[config.mk]
export PLATFORM = sky130hd
export DESIGN_NAME = tcb_regs
export DESIGN_NICKNAME = d
export VERILOG_FILES = /design/src/tcb_pkg.sv /design/src/tcb_map_pkg.sv /design/src/tcb_regs.sv
export VERILOG_INCLUDE_DIRS = /design/src
export SDC_FILE = /design/constraint.sdc
export NUM_CORES = 1
export LEC_CHECK = 0
export BUFFER_PORTS_ARGS = -buffer_cell sky130_fd_sc_hd__buf_2
export CAP_MARGIN = 20
export CORE_ASPECT_RATIO = 0.7
export CORE_MARGIN = 4
export CORE_UTILIZATION = 52
export DETAILED_ROUTE_END_ITERATION = 16
export PLACE_DENSITY = 0.75
export SYNTH_ARGS = -nofsm -noshare
export SYNTH_HDL_FRONTEND = slang
export SYNTH_SLANG_ARGS = --single-unit
[constraint.sdc]
create_clock -name clk -period 4.8 [get_ports clk]
set_clock_uncertainty 0.15 [all_clocks]
set_input_delay 0.24 -clock clk [delete_from_list [all_inputs] [get_ports clk]]
set_output_delay 0.24 -clock clk [all_outputs]
set_load 0.05 [all_outputs]
[src/tcb_consts.svh]
/* bus widths and map sizes shared by every file; TCB_DLY is fixed at one,
   the RTL pipeline does not follow other values */
`ifndef TCB_CONSTS_SVH
`define TCB_CONSTS_SVH

////////////////////////////////////////////////////////////
// bus geometry
////////////////////////////////////////////////////////////

// address width in bits
`define TCB_ADR_W 16

// data width in bits
`define TCB_DAT_W 32

// one enable per data byte
`define TCB_BEN_W (`TCB_DAT_W/8)

// request to response delay in cycles
`define TCB_DLY 1

////////////////////////////////////////////////////////////
// interconnect and subordinates
////////////////////////////////////////////////////////////

// number of subordinate ports
`define TCB_SPN 2

// memory size in words
`define TCB_MEM_DEPTH 1024

// value returned by the identity register
`define TCB_REGS_ID 32'h7cb0_0001

`endif

[src/tcb_pkg.sv]
/* word types of a single TCB transfer; widths come from tcb_consts.svh
   and the select width follows the subordinate count */
`default_nettype none

`include "tcb_consts.svh"

package tcb_pkg;

  ////////////////////////////////////////////////////////////
  // request command fields
  ////////////////////////////////////////////////////////////

  // byte address, always word aligned here
  typedef logic [`TCB_ADR_W-1:0] adr_t;

  // byte enables, bit n covers data bits 8n+7:8n
  typedef logic [`TCB_BEN_W-1:0] ben_t;

  ////////////////////////////////////////////////////////////
  // data words
  ////////////////////////////////////////////////////////////

  // write data in the request and read data in the response
  typedef logic [`TCB_DAT_W-1:0] dat_t;

  ////////////////////////////////////////////////////////////
  // routing
  ////////////////////////////////////////////////////////////

  // subordinate index from the decoder
  // width is at least one bit even for a single subordinate
  typedef logic [$clog2(`TCB_SPN)-1:0] sel_t;

endpackage: tcb_pkg

`default_nettype wire

[src/tcb_map_pkg.sv]
/* address map of the interconnect; patterns must not overlap,
   the decoder gives the lower index priority without checking */
`default_nettype none

`include "tcb_consts.svh"

package tcb_map_pkg;

  // one address word, seen whole or split into fields
  typedef union packed {
    tcb_pkg::adr_t raw;
    struct packed {
      logic [3:0] page;  // 4 KiB page
      logic [9:0] idx;   // word index inside the page
      logic [1:0] off;   // byte offset, unused
    } fld;
  } adr_u;

  ////////////////////////////////////////////////////////////
  // subordinate indices
  ////////////////////////////////////////////////////////////

  localparam tcb_pkg::sel_t SEL_MEM  = 'd0;
  localparam tcb_pkg::sel_t SEL_REGS = 'd1;

  // wildcard patterns, x bits match anything
  // memory: page 0, 0x0000 to 0x0fff
  // registers: page 1, word index 0 to 3, 0x1000 to 0x100f
  localparam tcb_pkg::adr_t DAM [0:`TCB_SPN-1] = '{
    16'b0000_xxxx_xxxx_xxxx,
    16'b0001_0000_0000_xxxx
  };

endpackage: tcb_map_pkg

`default_nettype wire

[src/tcb_regs.sv]
/* four word register bank; word 0 is a read-only identity, a write
   to it is dropped and answered with err, words 1 to 3 are scratch */
`timescale 1ns/1ps
`default_nettype none

`include "tcb_consts.svh"

module tcb_regs (
  input  wire           clk,
  input  wire           rst_n,
  // request
  input  wire           vld,
  input  wire           wen,
  input  tcb_pkg::adr_t adr,
  input  tcb_pkg::ben_t ben,
  input  tcb_pkg::dat_t wdt,
  // response
  output logic          rsp_vld,
  output tcb_pkg::dat_t rdt,
  output logic          err
);

  ////////////////////////////////////////////////////////////
  // address decode
  ////////////////////////////////////////////////////////////

  tcb_map_pkg::adr_u adr_u;
  logic [1:0]        idx;
  logic              id_wr;

  assign adr_u = adr;
  // upper index bits are zero for every decoded access
  assign idx   = adr_u.fld.idx[1:0];
  // illegal write to the identity word
  assign id_wr = vld & wen & (idx == 2'd0);

  ////////////////////////////////////////////////////////////
  // scratch registers
  ////////////////////////////////////////////////////////////

  // entry n holds register n+1
  tcb_pkg::dat_t scr [0:2];

  always_ff @(posedge clk) begin
    if (!rst_n) begin
      for (int r = 0; r < 3; r++) begin
        scr[r] <= '0;
      end
    end else if (vld && wen && (idx != 2'd0)) begin
      for (int b = 0; b < `TCB_BEN_W; b++) begin
        if (ben[b]) begin
          scr[idx-2'd1][8*b +: 8] <= wdt[8*b +: 8];
        end
      end
    end
  end

  ////////////////////////////////////////////////////////////
  // response
  ////////////////////////////////////////////////////////////

  always_ff @(posedge clk) begin
    if (!rst_n) begin
      rsp_vld <= 1'b0;
      err     <= 1'b0;
    end else begin
      rsp_vld <= vld;
      err     <= id_wr;
    end
  end

  // read mux, writes return zero
  always_ff @(posedge clk) begin
    if (vld) begin
      if (wen) begin
        rdt <= '0;
      end else if (idx == 2'd0) begin
        rdt <= `TCB_REGS_ID;
      end else begin
        rdt <= scr[idx-2'd1];
      end
    end
  end

endmodule: tcb_regs

`default_nettype wire

# Word-level counts from Yosys, hierarchy flattened
# Memories as Yosys holds them, arrays and structs flattened.
# Cells that the tools add are included.
# Widths: inputs -> output; s select.
[word_totals]
regBits = 34
ram_bits = 96
inputBits = 56
output_inout_bits = 34
wordCells = 35
mem_count = 1
[mem_list]
columns = ["memory", "words", "word_bits", "rd", "rd_ports_with_merged_regs", "write_ports", "line", "rtl"]
rows = [
  ["scr", 3, 32, 1, 0, 3, "tcb_regs.sv:42", "tcb_pkg::dat_t scr [0:2];"],
]
[op_classes]
add_sub_neg = 1
n_mux = 21
bitwise = 2
n_reduce_logical = 6
[op_table]
columns = ["cell", "count"]
rows = [
  ["$mux 32", 1],
  ["$reduce_or 32->1", 1],
  ["$mux 31", 1],
  ["$mux 1", 17],
  ["$mux 4", 1],
  ["$and 1x1->1", 2],
  ["$logic_and 1x1->1", 2],
  ["$logic_not 2->1", 1],
  ["$mux 2", 1],
  ["$reduce_bool 2->1", 1],
  ["$reduce_or 2->1", 1],
  ["$sub 2x1->2 const B", 1],
]

# Depth between registers and ports, before layout
[depth]
ltp_word = 7
mapped_depth = 9
depth_no_buf = 4

# Worst setup path before layout
# OpenSTA, ideal clock, no wires.
[synth_path]
path_kind = "input to register"
from = "input port adr[2]"
to = "memory scr[0][0] in the netlist's numbering (enable)"
setup_time_ps = 387
t_arrival_ps = 2168
t_required_ps = 4263
slack_ps = 2096
path_stages = 9
n_path_buf = 5
path_cell_list = "buf_6 -> buf_8 -> buf_8 -> inv_1 -> ha_1 -> nand4b_1 -> buf_2 -> buf_2 -> o31ai_1"
[synth_rtl]
columns = ["item", "line", "rtl"]
rows = [
  ["from (decl)", "tcb_regs.sv:14", "input tcb_pkg::adr_t adr,"],
  ["to (decl)", "tcb_regs.sv:42", ""],
]

==> run metrics <==
status=finished clean; Num CTS Buffers=17; min-delay worst type=input pin to flip-flop; Area Growth Syn to Fin=20.5%; register area share after synthesis=roughly 69%; R2R Path Start=scr[1][31]; GRT overflow=0; CTS tree=built; commonest cells after routing, fill and taps aside=160 x edfxtp_1, 96 x nor4_1, 75 x buf_2; FF+latch count, synth=between 150 and 200; Via Count=~4,300; RSZ-0062 raised after global routing=false; clk_lat worst skew=0.42 ns; CP startpoint kind=input pin; Die Y-Extent=roughly 100 um; Die Area=around 15,000 um2; Final min period=2.83 ns; top-area cell type share of the netlist area=68.9%; DRT antenna net count=0; Setup WS pre-CTS=about 1.5 ns; CP arrival=around 2.8 ns; Vias/cell=between 5 and 6; largest net degree at the start of global routing=38; commonest non-fill, non-tap cell in the layout=edfxtp_1; Slew Limit Fails=0; Max-Cap Viols=0; Setup TNS=0 ns; H-tree Lvls=4; Initial Util=~53%; Syn Area/Cell=15.8 um2; final worst slack=1.97 ns; top area cells in the synthesized netlist=edfxtp_1 69%, nor4_1 8.6%, mux4_2 6.5%, mux2i_1 2.6%, and2_1 2.2%; worst r2r path cells=2; Comb pwr share=10.3%; Core ar.=roughly 13,000 um2; clock slew at reported path FFs=~0.06 ns; final hold violations=0; Remaining DRCs=0; Pint=about 2500 uW; DRT Wirelength=~15 mm; I/O Buffers=75; sequential share of power=approximately half; Reg-to-Reg End=rdt[31]; layout cells sized above 1=about a quarter; max_slew headroom=about 29%; WS Path Type=input pin to flip-flop; CP endpoint kind=flip-flop; Pleak=slightly above 0.003 uW; initial drt markers=between 200 and 250; final setup vio count=0; Synth area leader=edfxtp_1; fmax=roughly 350 MHz; Layout Nets=roughly 610; Mapped Area=6980 um2; syn_nets=~500; post-detail-place hpwl=between 9 and 10 mm; Sink Count=approximately 160; fin crit share=59.0%; Peak VDD IR=around 0.00031 V; # IOs=90; Longest Clk Path Bufs=2; TritonRoute pass-1 iters=5; post-DR wirelength/cell=approximately 21 um; vias in the first global route=roughly 4,600; GP Congestion=around 0.76; Distinct cells, synth=25; Post-Syn Instances=442; Core Rows=35; Worst Path Max Fanout=36; crit path capture=scr[1][29]; GRT Util Overall=around 21%; power per cell area=approximately 400 nW/um2; diode count=0; FF-to-FF setup slack=roughly 3.3 ns; synth warn=0; Die Span X=between 100 and 150 um; CTS Root Buffer Type=clkbuf_16; Clock power frac=about two fifths; first-pass GRT wire length=24.1 mm; WP data required=4.79 ns; Setup Buffers After CTS=0; crit path from=adr[2]; switch share=between 20% and 30%; initial antenna violation count=0; Worst Tran Pin Value=between 1 and 1.5 ns; sw power=approximately 800 uW
[worst min path at each step]
stage	start	endpoint	slack, ns	cells after the start
4_1_cts	rst_n	rsp_vld	0.1	2
5_1_grt	rst_n	rsp_vld	0.11	2
2_1_floorplan	wdt[0]	scr[3][0]	0.19	0
6_report	rst_n	rsp_vld	0.11	2
3_3_place_gp	wdt[0]	scr[3][0]	0.28	1
3_5_place_dp	wdt[25]	scr[3][25]	0.28	1
[synth_stat cells, drive strengths merged]
cell type	count
o21ai	4
buf	11
mux4	23
nor2b	1
clkinv	6
clkbuf	30
and4	1
nor2	2
a221oi	9
and2	24
and3	4
dfxtp	2
mux2i	18
o31ai	8
and4b	1
inv	35
ha	5
edfxtp	160
nand4b	2
nor4	96
[critical path, cell delays in order]
cell      delay [ns]
buf_2           0.56
inv_1           0.19
ha_1            0.33
nand4b_1        0.25
buf_4           0.30
o31ai_1         0.66
buf_4           0.27
[layer usage]
metal / global-route usage, % / wire, um / part of all wire (%) / vias up
li1: - / - / - / 1999
met1: 27.3 / 6280 / 41 / 2132
met2: 34.6 / 7770 / 51 / 191
met3: 5.07 / 979 / 6.5 / 11
met4: 5.44 / 124 / 0.82 / 0
met5: 0 / 0 / 0 / -
[power groups by stage]
stage	combinational, uW	clock, uW	sequential (uW)
floorplan	150	0	1740
global placement	309	0	1670
detailed placement	318	0	1680
CTS	340	1320	1650
global route	362	1390	1650
finish	338	1310	1650
[layout make-up]
type,count,area (um2)
multi-input cells,198,1760
fillers,976,4730
inverters,41,154
clock inverters,14,138
flip-flops and latches,162,4840
clock buffers,18,429
well taps,166,208
repair buffers,128,873
[flip-flops by register name (all words and copies together) (netlist names)]
| signal | count |
|---|---|
| err | 1 |
| rdt | 32 |
| scr | 128 |
| rsp_vld | 1 |
[metrics by stage]
step | hold slack [ns] | std cells | instance area, um2 | utilization (%) | power (uW)
after detailed placement | 0.284 | 663 | 7520 | 57.2 | 1990
after global placement | 0.282 | 662 | 7490 | 57.0 | 1980
after CTS | 0.0981 | 727 | 8410 | 64.0 | 3310
final | 0.112 | 727 | 8410 | 64.0 | 3290
after global routing | 0.113 | 727 | 8410 | 64.0 | 3400
after floorplan | 0.189 | 442 | 6980 | - | 1890
[kinds of logic (layout without fill, tap and decap cells)]
family	after synthesis	count (layout)	share of synthesized area, %
fa+ha+maj	5	5	0.897
flops	162	162	69.4
mux	41	41	10.2
compound gates	21	21	2.28
buf+inv	82	201	5.40
simple gates	131	131	11.8
[timing repair]
item | 4_1_cts | 5_1_grt
hold buffers | 32 | 0
gates resized for setup | 0 | 0
endpoints found under the hold margin | 32 | 0
Note: power is estimated with default switching activity, not from simulation.
