<file path="src/tcb_consts.svh">
/* bus widths and map sizes shared by every file; TCB_DLY is fixed at one,
   the RTL pipeline does not follow other values */
`ifndef TCB_CONSTS_SVH
`define TCB_CONSTS_SVH

////////////////////////////////////////////////////////////
// bus geometry
////////////////////////////////////////////////////////////

// address width in bits
`define TCB_ADR_W 16

// data width in bits
`define TCB_DAT_W 32

// one enable per data byte
`define TCB_BEN_W (`TCB_DAT_W/8)

// request to response delay in cycles
`define TCB_DLY 1

////////////////////////////////////////////////////////////
// interconnect and subordinates
////////////////////////////////////////////////////////////

// number of subordinate ports
`define TCB_SPN 2

// memory size in words
`define TCB_MEM_DEPTH 1024

// value returned by the identity register
`define TCB_REGS_ID 32'h7cb0_0001

`endif

</file>
<file path="src/tcb_pkg.sv">
/* word types of a single TCB transfer; widths come from tcb_consts.svh
   and the select width follows the subordinate count */
`default_nettype none

`include "tcb_consts.svh"

package tcb_pkg;

  ////////////////////////////////////////////////////////////
  // request command fields
  ////////////////////////////////////////////////////////////

  // byte address, always word aligned here
  typedef logic [`TCB_ADR_W-1:0] adr_t;

  // byte enables, bit n covers data bits 8n+7:8n
  typedef logic [`TCB_BEN_W-1:0] ben_t;

  ////////////////////////////////////////////////////////////
  // data words
  ////////////////////////////////////////////////////////////

  // write data in the request and read data in the response
  typedef logic [`TCB_DAT_W-1:0] dat_t;

  ////////////////////////////////////////////////////////////
  // routing
  ////////////////////////////////////////////////////////////

  // subordinate index from the decoder
  // width is at least one bit even for a single subordinate
  typedef logic [$clog2(`TCB_SPN)-1:0] sel_t;

endpackage: tcb_pkg

`default_nettype wire

</file>
<file path="src/tcb_map_pkg.sv">
/* address map of the interconnect; patterns must not overlap,
   the decoder gives the lower index priority without checking */
`default_nettype none

`include "tcb_consts.svh"

package tcb_map_pkg;

  // one address word, seen whole or split into fields
  typedef union packed {
    tcb_pkg::adr_t raw;
    struct packed {
      logic [3:0] page;  // 4 KiB page
      logic [9:0] idx;   // word index inside the page
      logic [1:0] off;   // byte offset, unused
    } fld;
  } adr_u;

  ////////////////////////////////////////////////////////////
  // subordinate indices
  ////////////////////////////////////////////////////////////

  localparam tcb_pkg::sel_t SEL_MEM  = 'd0;
  localparam tcb_pkg::sel_t SEL_REGS = 'd1;

  // wildcard patterns, x bits match anything
  // memory: page 0, 0x0000 to 0x0fff
  // registers: page 1, word index 0 to 3, 0x1000 to 0x100f
  localparam tcb_pkg::adr_t DAM [0:`TCB_SPN-1] = '{
    16'b0000_xxxx_xxxx_xxxx,
    16'b0001_0000_0000_xxxx
  };

endpackage: tcb_map_pkg

`default_nettype wire

</file>
<file path="src/tcb_lib_demultiplexer.sv">
/* one manager to two subordinates with a one cycle response;
   subordinates never stall and must answer exactly one cycle later */
`timescale 1ns/1ps
`default_nettype none

module tcb_lib_demultiplexer (
  input  wire           clk,
  input  wire           rst_n,
  // request from the manager and the decoder
  input  wire           vld,
  input  tcb_pkg::sel_t sel,
  input  wire           hit,
  // request valid per subordinate
  output logic          mem_vld,
  output logic          regs_vld,
  // responses from the subordinates
  input  wire           mem_rsp_vld,
  input  tcb_pkg::dat_t mem_rdt,
  input  wire           regs_rsp_vld,
  input  tcb_pkg::dat_t regs_rdt,
  input  wire           regs_err,
  // combined response to the manager
  output logic          rsp_vld,
  output tcb_pkg::dat_t rdt,
  output logic          err
);

  ////////////////////////////////////////////////////////////
  // request side
  ////////////////////////////////////////////////////////////

  // only the addressed subordinate sees the transfer
  assign mem_vld  = vld & hit & (sel == tcb_map_pkg::SEL_MEM);
  assign regs_vld = vld & hit & (sel == tcb_map_pkg::SEL_REGS);

  // select and hit delayed to the response cycle
  tcb_pkg::sel_t sel_q;
  logic          hit_q;
  // decode miss, answered by the demultiplexer itself
  logic          mis_q;

  always_ff @(posedge clk) begin
    if (!rst_n) begin
      sel_q <= '0;
      hit_q <= 1'b0;
      mis_q <= 1'b0;
    end else begin
      // route only changes with a new transfer
      if (vld) begin
        sel_q <= sel;
        hit_q <= hit;
      end
      mis_q <= vld & ~hit;
    end
  end

  ////////////////////////////////////////////////////////////
  // response side
  ////////////////////////////////////////////////////////////

  always_comb begin
    rsp_vld = mis_q;
    rdt     = '0;
    err     = mis_q;
    if (hit_q) begin
      if (sel_q == tcb_map_pkg::SEL_REGS) begin
        rsp_vld = regs_rsp_vld;
        rdt     = regs_rdt;
        err     = regs_rsp_vld & regs_err;
      end else begin
        rsp_vld = mem_rsp_vld;
        rdt     = mem_rdt;
      end
    end
  end

endmodule: tcb_lib_demultiplexer

`default_nettype wire

</file>
<file path="config.mk">
export PLATFORM = sky130hd
export DESIGN_NAME = tcb_lib_demultiplexer
export DESIGN_NICKNAME = d
export VERILOG_FILES = /design/src/tcb_pkg.sv /design/src/tcb_map_pkg.sv /design/src/tcb_lib_demultiplexer.sv
export VERILOG_INCLUDE_DIRS = /design/src
export SDC_FILE = /design/constraint.sdc
export NUM_CORES = 1
export LEC_CHECK = 0
export BUFFER_PORTS_ARGS = -buffer_cell sky130_fd_sc_hd__buf_4
export CAP_MARGIN = 10
export CORE_UTILIZATION = 32
export DETAILED_ROUTE_END_ITERATION = 8
export HOLD_SLACK_MARGIN = 0.05
export PLACE_DENSITY = 0.85
export SLEW_MARGIN = 10
export SYNTH_ARGS = -nofsm -noshare
export SYNTH_HDL_FRONTEND = slang
export SYNTH_SLANG_ARGS = --single-unit
</file>
<file path="constraint.sdc">
create_clock -name clk -period 2 [get_ports clk]
set_clock_uncertainty 0.2 [all_clocks]
set_input_delay 0.2 -clock clk [delete_from_list [all_inputs] [get_ports clk]]
set_output_delay 0.2 -clock clk [all_outputs]
set_load 0.05 [all_outputs]
</file>
* Word level (Yosys, flattened, before mapping)
Cells that the tools add are included. W data, S select, Z words.
Word-level totals: input bits 72, word-level logic and storage cells 16, output and inout port bits 36, bits in registers 3
Operators by class: bitwise operators 7, mux-type cells 6
Operators with widths (number):
- $mux W32 | 2
- $and A1 B1 Y1 | 5
- $mux W1 | 4
- $not A1 Y1 | 2

* Longest topological paths before layout
Gate-level depths: netlist of run 1.
word-level depth 3, gate-level depth with buffers 4, depth with buffers taken out 2

* Worst setup path before layout of run 1
OpenSTA, ideal clock, no wires.
path type register -> output, from register hit_q, to output rsp_vld, cell stages (with the launch flop) 5, required time 1600 ps, setup slack 105 ps, buffers on the path 2, arrival time 1495 ps, path through dfxtp_1 -> buf_2 -> clkbuf_1 -> nor2_1 -> a21oi_1
Between the ends: longest elaborated chain between the ends 1
RTL lines:
- start, declared | RTL line tcb_lib_demultiplexer.sv:38 | logic hit_q;
- start signal, assigned | RTL line tcb_lib_demultiplexer.sv:51 | hit_q <= hit;
- $mux W1 | RTL line tcb_lib_demultiplexer.sv:65 | if (hit_q) begin
- end, declared | RTL line tcb_lib_demultiplexer.sv:23 | output logic rsp_vld,
Every way passes these cells.

* Worst setup path after layout of run 1
from register hit_q, to output rdt[25]
Between the ends: longest elaborated chain between the ends 1
RTL lines:
- $mux W32 | RTL line tcb_lib_demultiplexer.sv:65
- end, declared | RTL line tcb_lib_demultiplexer.sv:24 | output tcb_pkg::dat_t rdt,
Every way passes these cells.

==> results of run 1 <==
==> layout make-up <==
type                            instances  area [µm²]  area share (%)
Clock buffer                            4       26.28           1.630
Sequential cell                         3       61.31           3.804
Timing Repair Buffer                  114       875.8           54.35
Multi-Input combinational cell         78       613.1           38.04
Tap cell                               28       35.03           2.174
==> through the flow <==
step	instance area (µm²)	cells	power, W
CTS	1612	227	0.0005571
finish	1612	227	0.0005506
global route	1612	227	0.0005849
detailed placement	1555	220	0.0004385
floorplan	750.7	89	0.0002795
global placement	1555	220	0.0004305
==> worst max-delay path, cell delays in order (launching register included) <==
cell	delay, ps
dfxtp_1	440
buf_4	240
nor2b_1	180
buf_4	220
==> power by group <==
group / leakage [nW] / switching, W / internal (W) / total [W]
logic: 0.784 / 0.000187 / 0.000186 / 0.000373
registers: 0.0251 / 0.00000384 / 0.0000636 / 0.0000674
clock network: 0.0150 / 0.0000352 / 0.0000750 / 0.000110
total: 0.824 / 0.000226 / 0.000324 / 0.000551
==> cells by family after synthesis <==
| logic type | share of synthesized area, % |
|---|---|
| buf+inv | 10.33 |
| mux | 45.33 |
| simple gates | 31.67 |
| compound gates | 4.666 |
| flops | 8.000 |
==> path summary, 6_finish.rpt <==
| check | from | end | slack, ps | cells after the start |
|---|---|---|---|---|
| worst max-delay path | hit_q$_SDFFE_PN0P_ | rdt[25] | 280 | 3 |
| worst min register to register | hit_q$_SDFFE_PN0P_ | hit_q$_SDFFE_PN0P_ | 380 | 2 |
| worst min-delay path | sel | sel_q$_SDFFE_PN0P_ | 70 | 3 |
| worst max register to register | sel_q$_SDFFE_PN0P_ | sel_q$_SDFFE_PN0P_ | 980 | 3 |
==> registers in the layout, indices dropped and copies added (netlist names) <==
name	cells
sel_q	1
hit_q	1
mis_q	1
==> cell usage after synthesis (all sizes together) <==
| library cell | n | area, µm² |
|---|---|---|
| and3 | 1 | 6.260 |
| nand2 | 2 | 7.510 |
| buf | 5 | 66.31 |
| nor2 | 3 | 11.26 |
| a21oi | 1 | 5.000 |
| mux2i | 34 | 340.3 |
| nand2b | 1 | 6.260 |
| clkbuf | 3 | 11.26 |
| dfxtp | 3 | 60.06 |
| a21boi | 2 | 18.77 |
| a41o | 1 | 11.26 |
| nor2b | 33 | 206.5 |
==> routing by layer <==
layer	GRT usage [%]	vias to the layer above
met3	6.364	2
li1	-	522
met1	18.44	450
met2	43.56	53
met5	0	-
met4	5.556	0
==> metrics.txt, run 1 <==
Layout Utilization=72.85%; postcts setup bufs=0; cell count after synthesis=89; vias=slightly above 1,000; fillcell total=166; Tmin final=1722 ps; cell area power density=341.6 mW/mm²; largest net degree at the start of global routing=24; final worst slack=~280 ps; DRT met1 WL=between 800 and 900 µm; fin. max-slew vios=0; Die Height=50.44 µm; global route total overflow=0; worst min path class=in2reg; DP HPWL=2245 µm; worst vdd ir=approximately 0.46 mV; cell area after synthesis=roughly 750 µm²; Crit. End Element=primary output; vias per cell=approximately 4.5; share of layout cells above drive strength 1=58.79%; ant diodes=0; input/output buffers=107; status=complete, no violations; Yosys cell types=16; # DRC=0; Worst-path clk slew=about 40 ps; # IOs=108; first-pass GRT wire length=4015 µm; Highest Clock Rate=a little under 600 MHz; Final Cycle Share=a little under nine tenths; Setup Total Neg Slack=0 ps; CTS Buf Count=3; Post-Synthesis Net Count=161; Initial DRT Pass Iterations=6; Total Routing Usage GR=20.80%; Yosys reg bits=3; std cell rows=17; sequential share of the synthesized area=8.000%; kind of critical path=reg2out; Die Width=50.44 µm; drt wl/cell=11.78 µm; Hold Buf Count CTS=3; met2 wire length=1580 µm; GP Congestion=0.7643; Initial Util=33.94%; Layout Nets=272; unrepaired setup endpoints after global routing=false; CTS tree=done; Lkg Pwr=0.8244 nW; Max clock buf depth=2; area delta synth->final=114.7%; synth warn=0; Critical Path RT=1600 ps; 1st-iter DRT viols=5; clk root buf=clkbuf_4; met3 WL=just under 200 µm; most common cell after layout, fill and taps aside=buf_4; Finish-stage setup viols=0; CTS resizes=0; htree depth=1; Fin Hold WS=about 72 ps; initial antenna violation count=0; Slew @ Worst Pin=241.6 ps; Final Hold Viols=0; Routed Antenna Nets=0; number of global-route vias before repair=1,022; crit-path max FO=18; worst skew pair latency=240 ps; post-place setup slack=~520 ps; Critical Path Source Type=flop; die area=between 0.002 and 0.003 mm²; drt total wl=2673 µm; syn_area_per_cell=~8.4 µm²; clk sinks=3; Slew HR=approximately 84%; uppermost routed layer=met4; most frequent cells in the layout=110 x buf_4, 34 x mux2i_1, 33 x nor2b_1; Worst Path Arrival=1320 ps; Core Area=0.002212 mm²; Max-cap violations=0
Power figures use the tool's default switching activity.
==> inputs of run 2 (changes only) <==
--- a/config.mk
+++ b/config.mk
@@ -6,12 +6,14 @@
 export SDC_FILE = /design/constraint.sdc
 export NUM_CORES = 1
 export LEC_CHECK = 0
-export BUFFER_PORTS_ARGS = -buffer_cell sky130_fd_sc_hd__buf_4
+export BUFFER_PORTS_ARGS = -buffer_cell sky130_fd_sc_hd__buf_2
 export CAP_MARGIN = 10
-export CORE_UTILIZATION = 32
+export CELL_PAD_IN_SITES_DETAIL_PLACEMENT = 0
+export CELL_PAD_IN_SITES_GLOBAL_PLACEMENT = 1
+export CORE_UTILIZATION = 19
 export DETAILED_ROUTE_END_ITERATION = 8
 export HOLD_SLACK_MARGIN = 0.05
-export PLACE_DENSITY = 0.85
+export PLACE_DENSITY_LB_ADDON = 0.1
 export SLEW_MARGIN = 10
 export SYNTH_ARGS = -nofsm -noshare
 export SYNTH_HDL_FRONTEND = slang
==> run 2 against run 1 <==
- count of clock-buffer cells in the layout unchanged
- worst hold slack better by 15 ps
- first-iteration DRC count increased by 120%
- via count shrank 0.97%
- critical path depth grew 1
- combinational power fell by 16%
- worst setup slack worse by 4.1 ps
- sequential share of layout area up 0.61 points
- die area grew 65%
- design area down 14%
- critical path type unchanged
==> metrics.txt, run 2 (same netlist as run 1, synthesis figures left out) <==
unrepaired setup endpoints after global routing=false; cell area power density=401.6 mW/mm²; Critical Path Source Type=flop; CP Buf/Inv Count=2; CTS tree=done; Post-DP Area=0.001313 mm²; Layout Nets=272; crit-path cells=buf_4 > a21boi_2 > a41o_2 > buf_2; Core Area=0.003716 mm²; # IOs=around 110; Fin Hold WS=between 80 and 90 ps; Total Routing Usage GR=10.87%; drt wl/cell=~9.6 µm; kind of critical path=reg2out; number of global-route vias before repair=868; vias per cell=~4; # DRC=0; final worst slack=~270 ps; die area=roughly 0.0042 mm²; GP Congestion=approximately 0.7; Initial Util=20.20%; Critical Path RT=1600 ps; input/output buffers=107; largest net degree at the start of global routing=24; area delta synth->final=84.83%; clk root buf=clkbuf_8; most frequent cells in the layout=107 x buf_2, 34 x mux2i_1, 33 x nor2b_1; vias=1,017; worst vdd ir=0.3611 mV; fin. max-slew vios=0; initial antenna violation count=0; ant diodes=0; R2R setup slack=840 ps; Crit. End Element=primary output; Final Hold Viols=0; Highest Clock Rate=579.4 MHz; placed cells=240; Cell Count, Final, Fillers Out=between 200 and 250; Slew @ Worst Pin=260.0 ps; fillcell total=394; status=complete, no violations; CTS Buf Count=3; std cell rows=22; first-pass GRT wire length=3560 µm; Max clock buf depth=2; Final Cycle Share=86.30%; CTS resizes=0; worst skew pair latency=between 200 and 250 ps; post-place setup slack=approximately 480 ps; area occupied by registers=between 60 and 70 µm²; Largest regs=hit_q (1), mis_q (1), sel_q (1); drt total wl=2370 µm; 1st-iter DRT viols=11; Die Width=64.86 µm; Multi-input gate area=613.1 µm²; Die Height=~65 µm; crit-path max cell delay=around 390 ps; DP HPWL=1890 µm; critical path's top delay family=buffers and inverters; final instance area=0.001388 mm²; htree depth=1; Setup Total Neg Slack=0 ps; global route total overflow=0; Initial DRT Pass Iterations=2; Worst-path clk slew=30 ps; Slew HR=82.79%; Worst Path Arrival=approximately 1300 ps; Routed Antenna Nets=0; worst min path class=in2reg; clk sinks=3; Max-cap violations=0; Tmin final=1726 ps; share of layout cells above drive strength 1=58.79%; most common cell after layout, fill and taps aside=buf_2; Finish-stage setup viols=0; Lkg Pwr=0.7693 nW; crit-path max FO=16; Worst path slowest cell=dfxtp_1
==> run 2: worst min-delay path, stage by stage <==
cell	delay, ps
buf_2	90
mux2i_1	60
nor2b_1	100
==> run 2: repair_timing <==
action | 4_1_cts | 5_1_grt
hold buffers | 3 | 0
buffers inserted | 0 | 0
endpoints found under the hold margin | 2 | 0
==> run 2: cell type report <==
| type | instances | share of cell area [%] |
|---|---|---|
| sequential | 3 | 4.418 |
| multi-input combinational | 78 | 44.18 |
| timing repair buffer | 114 | 43.82 |
| tap | 48 | 4.328 |
| clock buffer | 4 | 3.246 |
==> run 2: final timing paths <==
kind | start | endpoint | cells past startpoint
worst max-delay path | hit_q$_SDFFE_PN0P_ | err | 4
worst min-delay path | sel | sel_q$_SDFFE_PN0P_ | 3
worst max register to register | hit_q$_SDFFE_PN0P_ | hit_q$_SDFFE_PN0P_ | 3
worst min register to register | sel_q$_SDFFE_PN0P_ | sel_q$_SDFFE_PN0P_ | 3
==> run 2: power breakdown <==
part	leakage [nW]	internal, W	switching (W)
logic	0.721	0.000130	0.000182
registers	0.0251	0.0000637	0.00000307
clock network	0.0228	0.000136	0.0000418
total	0.769	0.000330	0.000227
==> run 2: through the flow <==
step	utilization, %	total power [W]
after floorplan	-	0.0002795
after CTS	37.34	0.0005667
after global placement	35.32	0.0003759
after global routing	37.34	0.0005951
final	37.34	0.0005573
after detailed placement	35.32	0.0003794
==> run 2: per-layer routing <==
layer / track usage (%) / share of wire, % / vias to the layer above
met5: 0 / 0 / -
met1: 9.948 / 36 / 430
met4: 4.167 / 1.1 / 0
met2: 21.88 / 50 / 62
li1: - / - / 521
met3: 3.169 / 12 / 4
==> inputs of run 3 (changes only) <==
--- a/config.mk
+++ b/config.mk
@@ -10,7 +10,8 @@
 export CAP_MARGIN = 10
 export CELL_PAD_IN_SITES_DETAIL_PLACEMENT = 0
 export CELL_PAD_IN_SITES_GLOBAL_PLACEMENT = 1
-export CORE_UTILIZATION = 19
+export CORE_UTILIZATION = 16
+export CTS_CLUSTER_DIAMETER = 200
 export DETAILED_ROUTE_END_ITERATION = 8
 export HOLD_SLACK_MARGIN = 0.05
 export PLACE_DENSITY_LB_ADDON = 0.1
==> constraint.sdc (replaced) <==
create_clock -name clk -period 1.5 [get_ports clk]
set_clock_uncertainty 0.2 [all_clocks]
set_input_delay 0.15 -clock clk [delete_from_list [all_inputs] [get_ports clk]]
set_output_delay 0.15 -clock clk [all_outputs]
set_load 0.05 [all_outputs]
==> run 3 against run 2 <==
- global-route usage up 0.55 points
- largest cell class is now buffers
- utilization grew 7.9 points
- critical path type unchanged
- highest routed layer is now met3
- non-clock buffer count rose by 6
- the run now ends with DRC, setup timing left
- flip-flop and latch count unchanged
==> metrics.txt, run 3 (same netlist as run 1, synthesis figures left out) <==
Fin Hold WS=44.28 ps; Crit. End Element=primary output; violations in the final reports=DRC, setup timing; kind of critical path=reg2out; # DRC=14; Slew HR=83.71%; worst vdd ir=0.3471 mV; Final Cycle Share=108.2%; Cell Count, Final, Fillers Out=257; Max clock buf depth=2; Worst-path clk slew=30 ps; crit-path max FO=5; cell area power density=469.6 mW/mm²; GP Congestion=between 0.6 and 0.7; Tmin final=1623 ps; post-place setup slack=42.82 ps; Layout Utilization=45.24%; Final Hold Viols=0; Routed Antenna Nets=0; status=complete, but fails checks; Die Width=around 71 µm; input/output buffers=around 110; drt total wl=2952 µm; Initial Util=16.89%; std cell rows=24; Worst Path Arrival=roughly 1300 ps; area delta synth->final=167.8%; Post-DP Area=0.001464 mm²; htree depth=1; most frequent cells in the layout=72 x buf_2, 35 x buf_6, 24 x nor2b_2, 15 x mux2i_1, 10 x mux2i_4; global route total overflow=0; ant diodes=0; vias=1,087; DP HPWL=2237 µm; worst skew pair latency=210 ps; Highest Clock Rate=a little over 600 MHz; clk sinks=3; CTS tree=done; drt wl/cell=11.49 µm; fillcell total=425; Total Routing Usage GR=11.42%; Initial DRT Pass Iterations=5; vias per cell=4.230; R2R setup slack=around 440 ps; Finish-stage setup viols=34; final instance area=0.002011 mm²; number of global-route vias before repair=1,108; largest net degree at the start of global routing=13; worst reg2reg path depth=3; Max-cap violations=0; Layout Nets=278; Slew @ Worst Pin=approximately 250 ps; unrepaired setup endpoints after global routing=true; # IOs=108; worst min path class=in2reg; Largest regs=hit_q (1), mis_q (1), sel_q (1); postcts setup bufs=0; CTS Buf Count=3; first-pass GRT wire length=4671 µm; die area=0.004970 mm²; Die Height=about 71 µm; placed cells=247; Critical Path Source Type=flop; fin. max-slew vios=0; Lkg Pwr=between 0.8 and 0.9 nW; Core Area=0.004444 mm²; Critical Path RT=1150 ps; final worst slack=-123.4 ps; 1st-iter DRT viols=31; most common cell after layout, fill and taps aside=buf_2; initial antenna violation count=0; clk root buf=clkbuf_8; share of layout cells above drive strength 1=86.34%; hold path depth=3
==> run 3: cell count changes in the layout (fill, tap and decap cells not counted), sizes merged <==
| cell | previous run | this run |
|---|---|---|
| dlygate4sd3 | 3 | 4 |
| buf | 111 | 116 |
==> run 3: repair_timing <==
item / CTS / global route
pin swaps: 1 / 0
gates cloned: 2 / 0
hold endpoints to repair: 3 / 1
setup endpoints to repair: 34 / 35
hold buffers: 4 / 1
resized for setup: 93 / 18
==> run 3: layout make-up <==
| class | count | area, µm² | share of cell area, % |
|---|---|---|---|
| repair buffers | 120 | 934.6 | 46.48 |
| multi-input cells | 78 | 900.9 | 44.80 |
| flip-flops and latches | 3 | 65.06 | 3.236 |
| well taps | 52 | 65.06 | 3.236 |
| clock buffers | 4 | 45.04 | 2.240 |
==> run 3: path summary, 6_finish.rpt <==
path / from / end
worst min register to register: hit_q$_SDFFE_PN0P_ / hit_q$_SDFFE_PN0P_
worst min-delay path: hit / hit_q$_SDFFE_PN0P_
worst max register to register: sel_q$_SDFFE_PN0P_ / sel_q$_SDFFE_PN0P_
worst max-delay path: sel_q$_SDFFE_PN0P_ / rsp_vld
==> run 3: per-stage QoR <==
stage | total power (W) | TNS [ps]
2_1_floorplan | 0.0004113 | -139.8
3_3_place_gp | 0.0005454 | 0
3_5_place_dp | 0.0005515 | 0
4_1_cts | 0.0009233 | -4068
5_1_grt | 0.0009956 | -5351
6_report | 0.0009442 | -3735
==> run 3: worst max-delay path, cell delays in order, from the launching register on <==
cell     delay, ps
dfxtp_4        440
buf_12         170
mux2i_2        210
a21oi_2         80
buf_6          160
==> run 3: where the power goes <==
group | leakage [nW] | total (W) | switching [W] | internal, W
Sequential | 0.0257 | 0.0000953 | 0.0000108 | 0.0000844
Combinational | 0.841 | 0.000615 | 0.000306 | 0.000310
Clock | 0.0228 | 0.000233 | 0.0000523 | 0.000181
Total | 0.890 | 0.000944 | 0.000369 | 0.000575
==> run 3: per-layer routing <==
metal  GRT usage, %  share of wire [%]  vias up
met1          11.13                 34      498
met5              0                  0        -
li1               -                  -      536
met3          3.175                7.4        0
met2          24.16                 58       53
met4         0.9070                  0        0
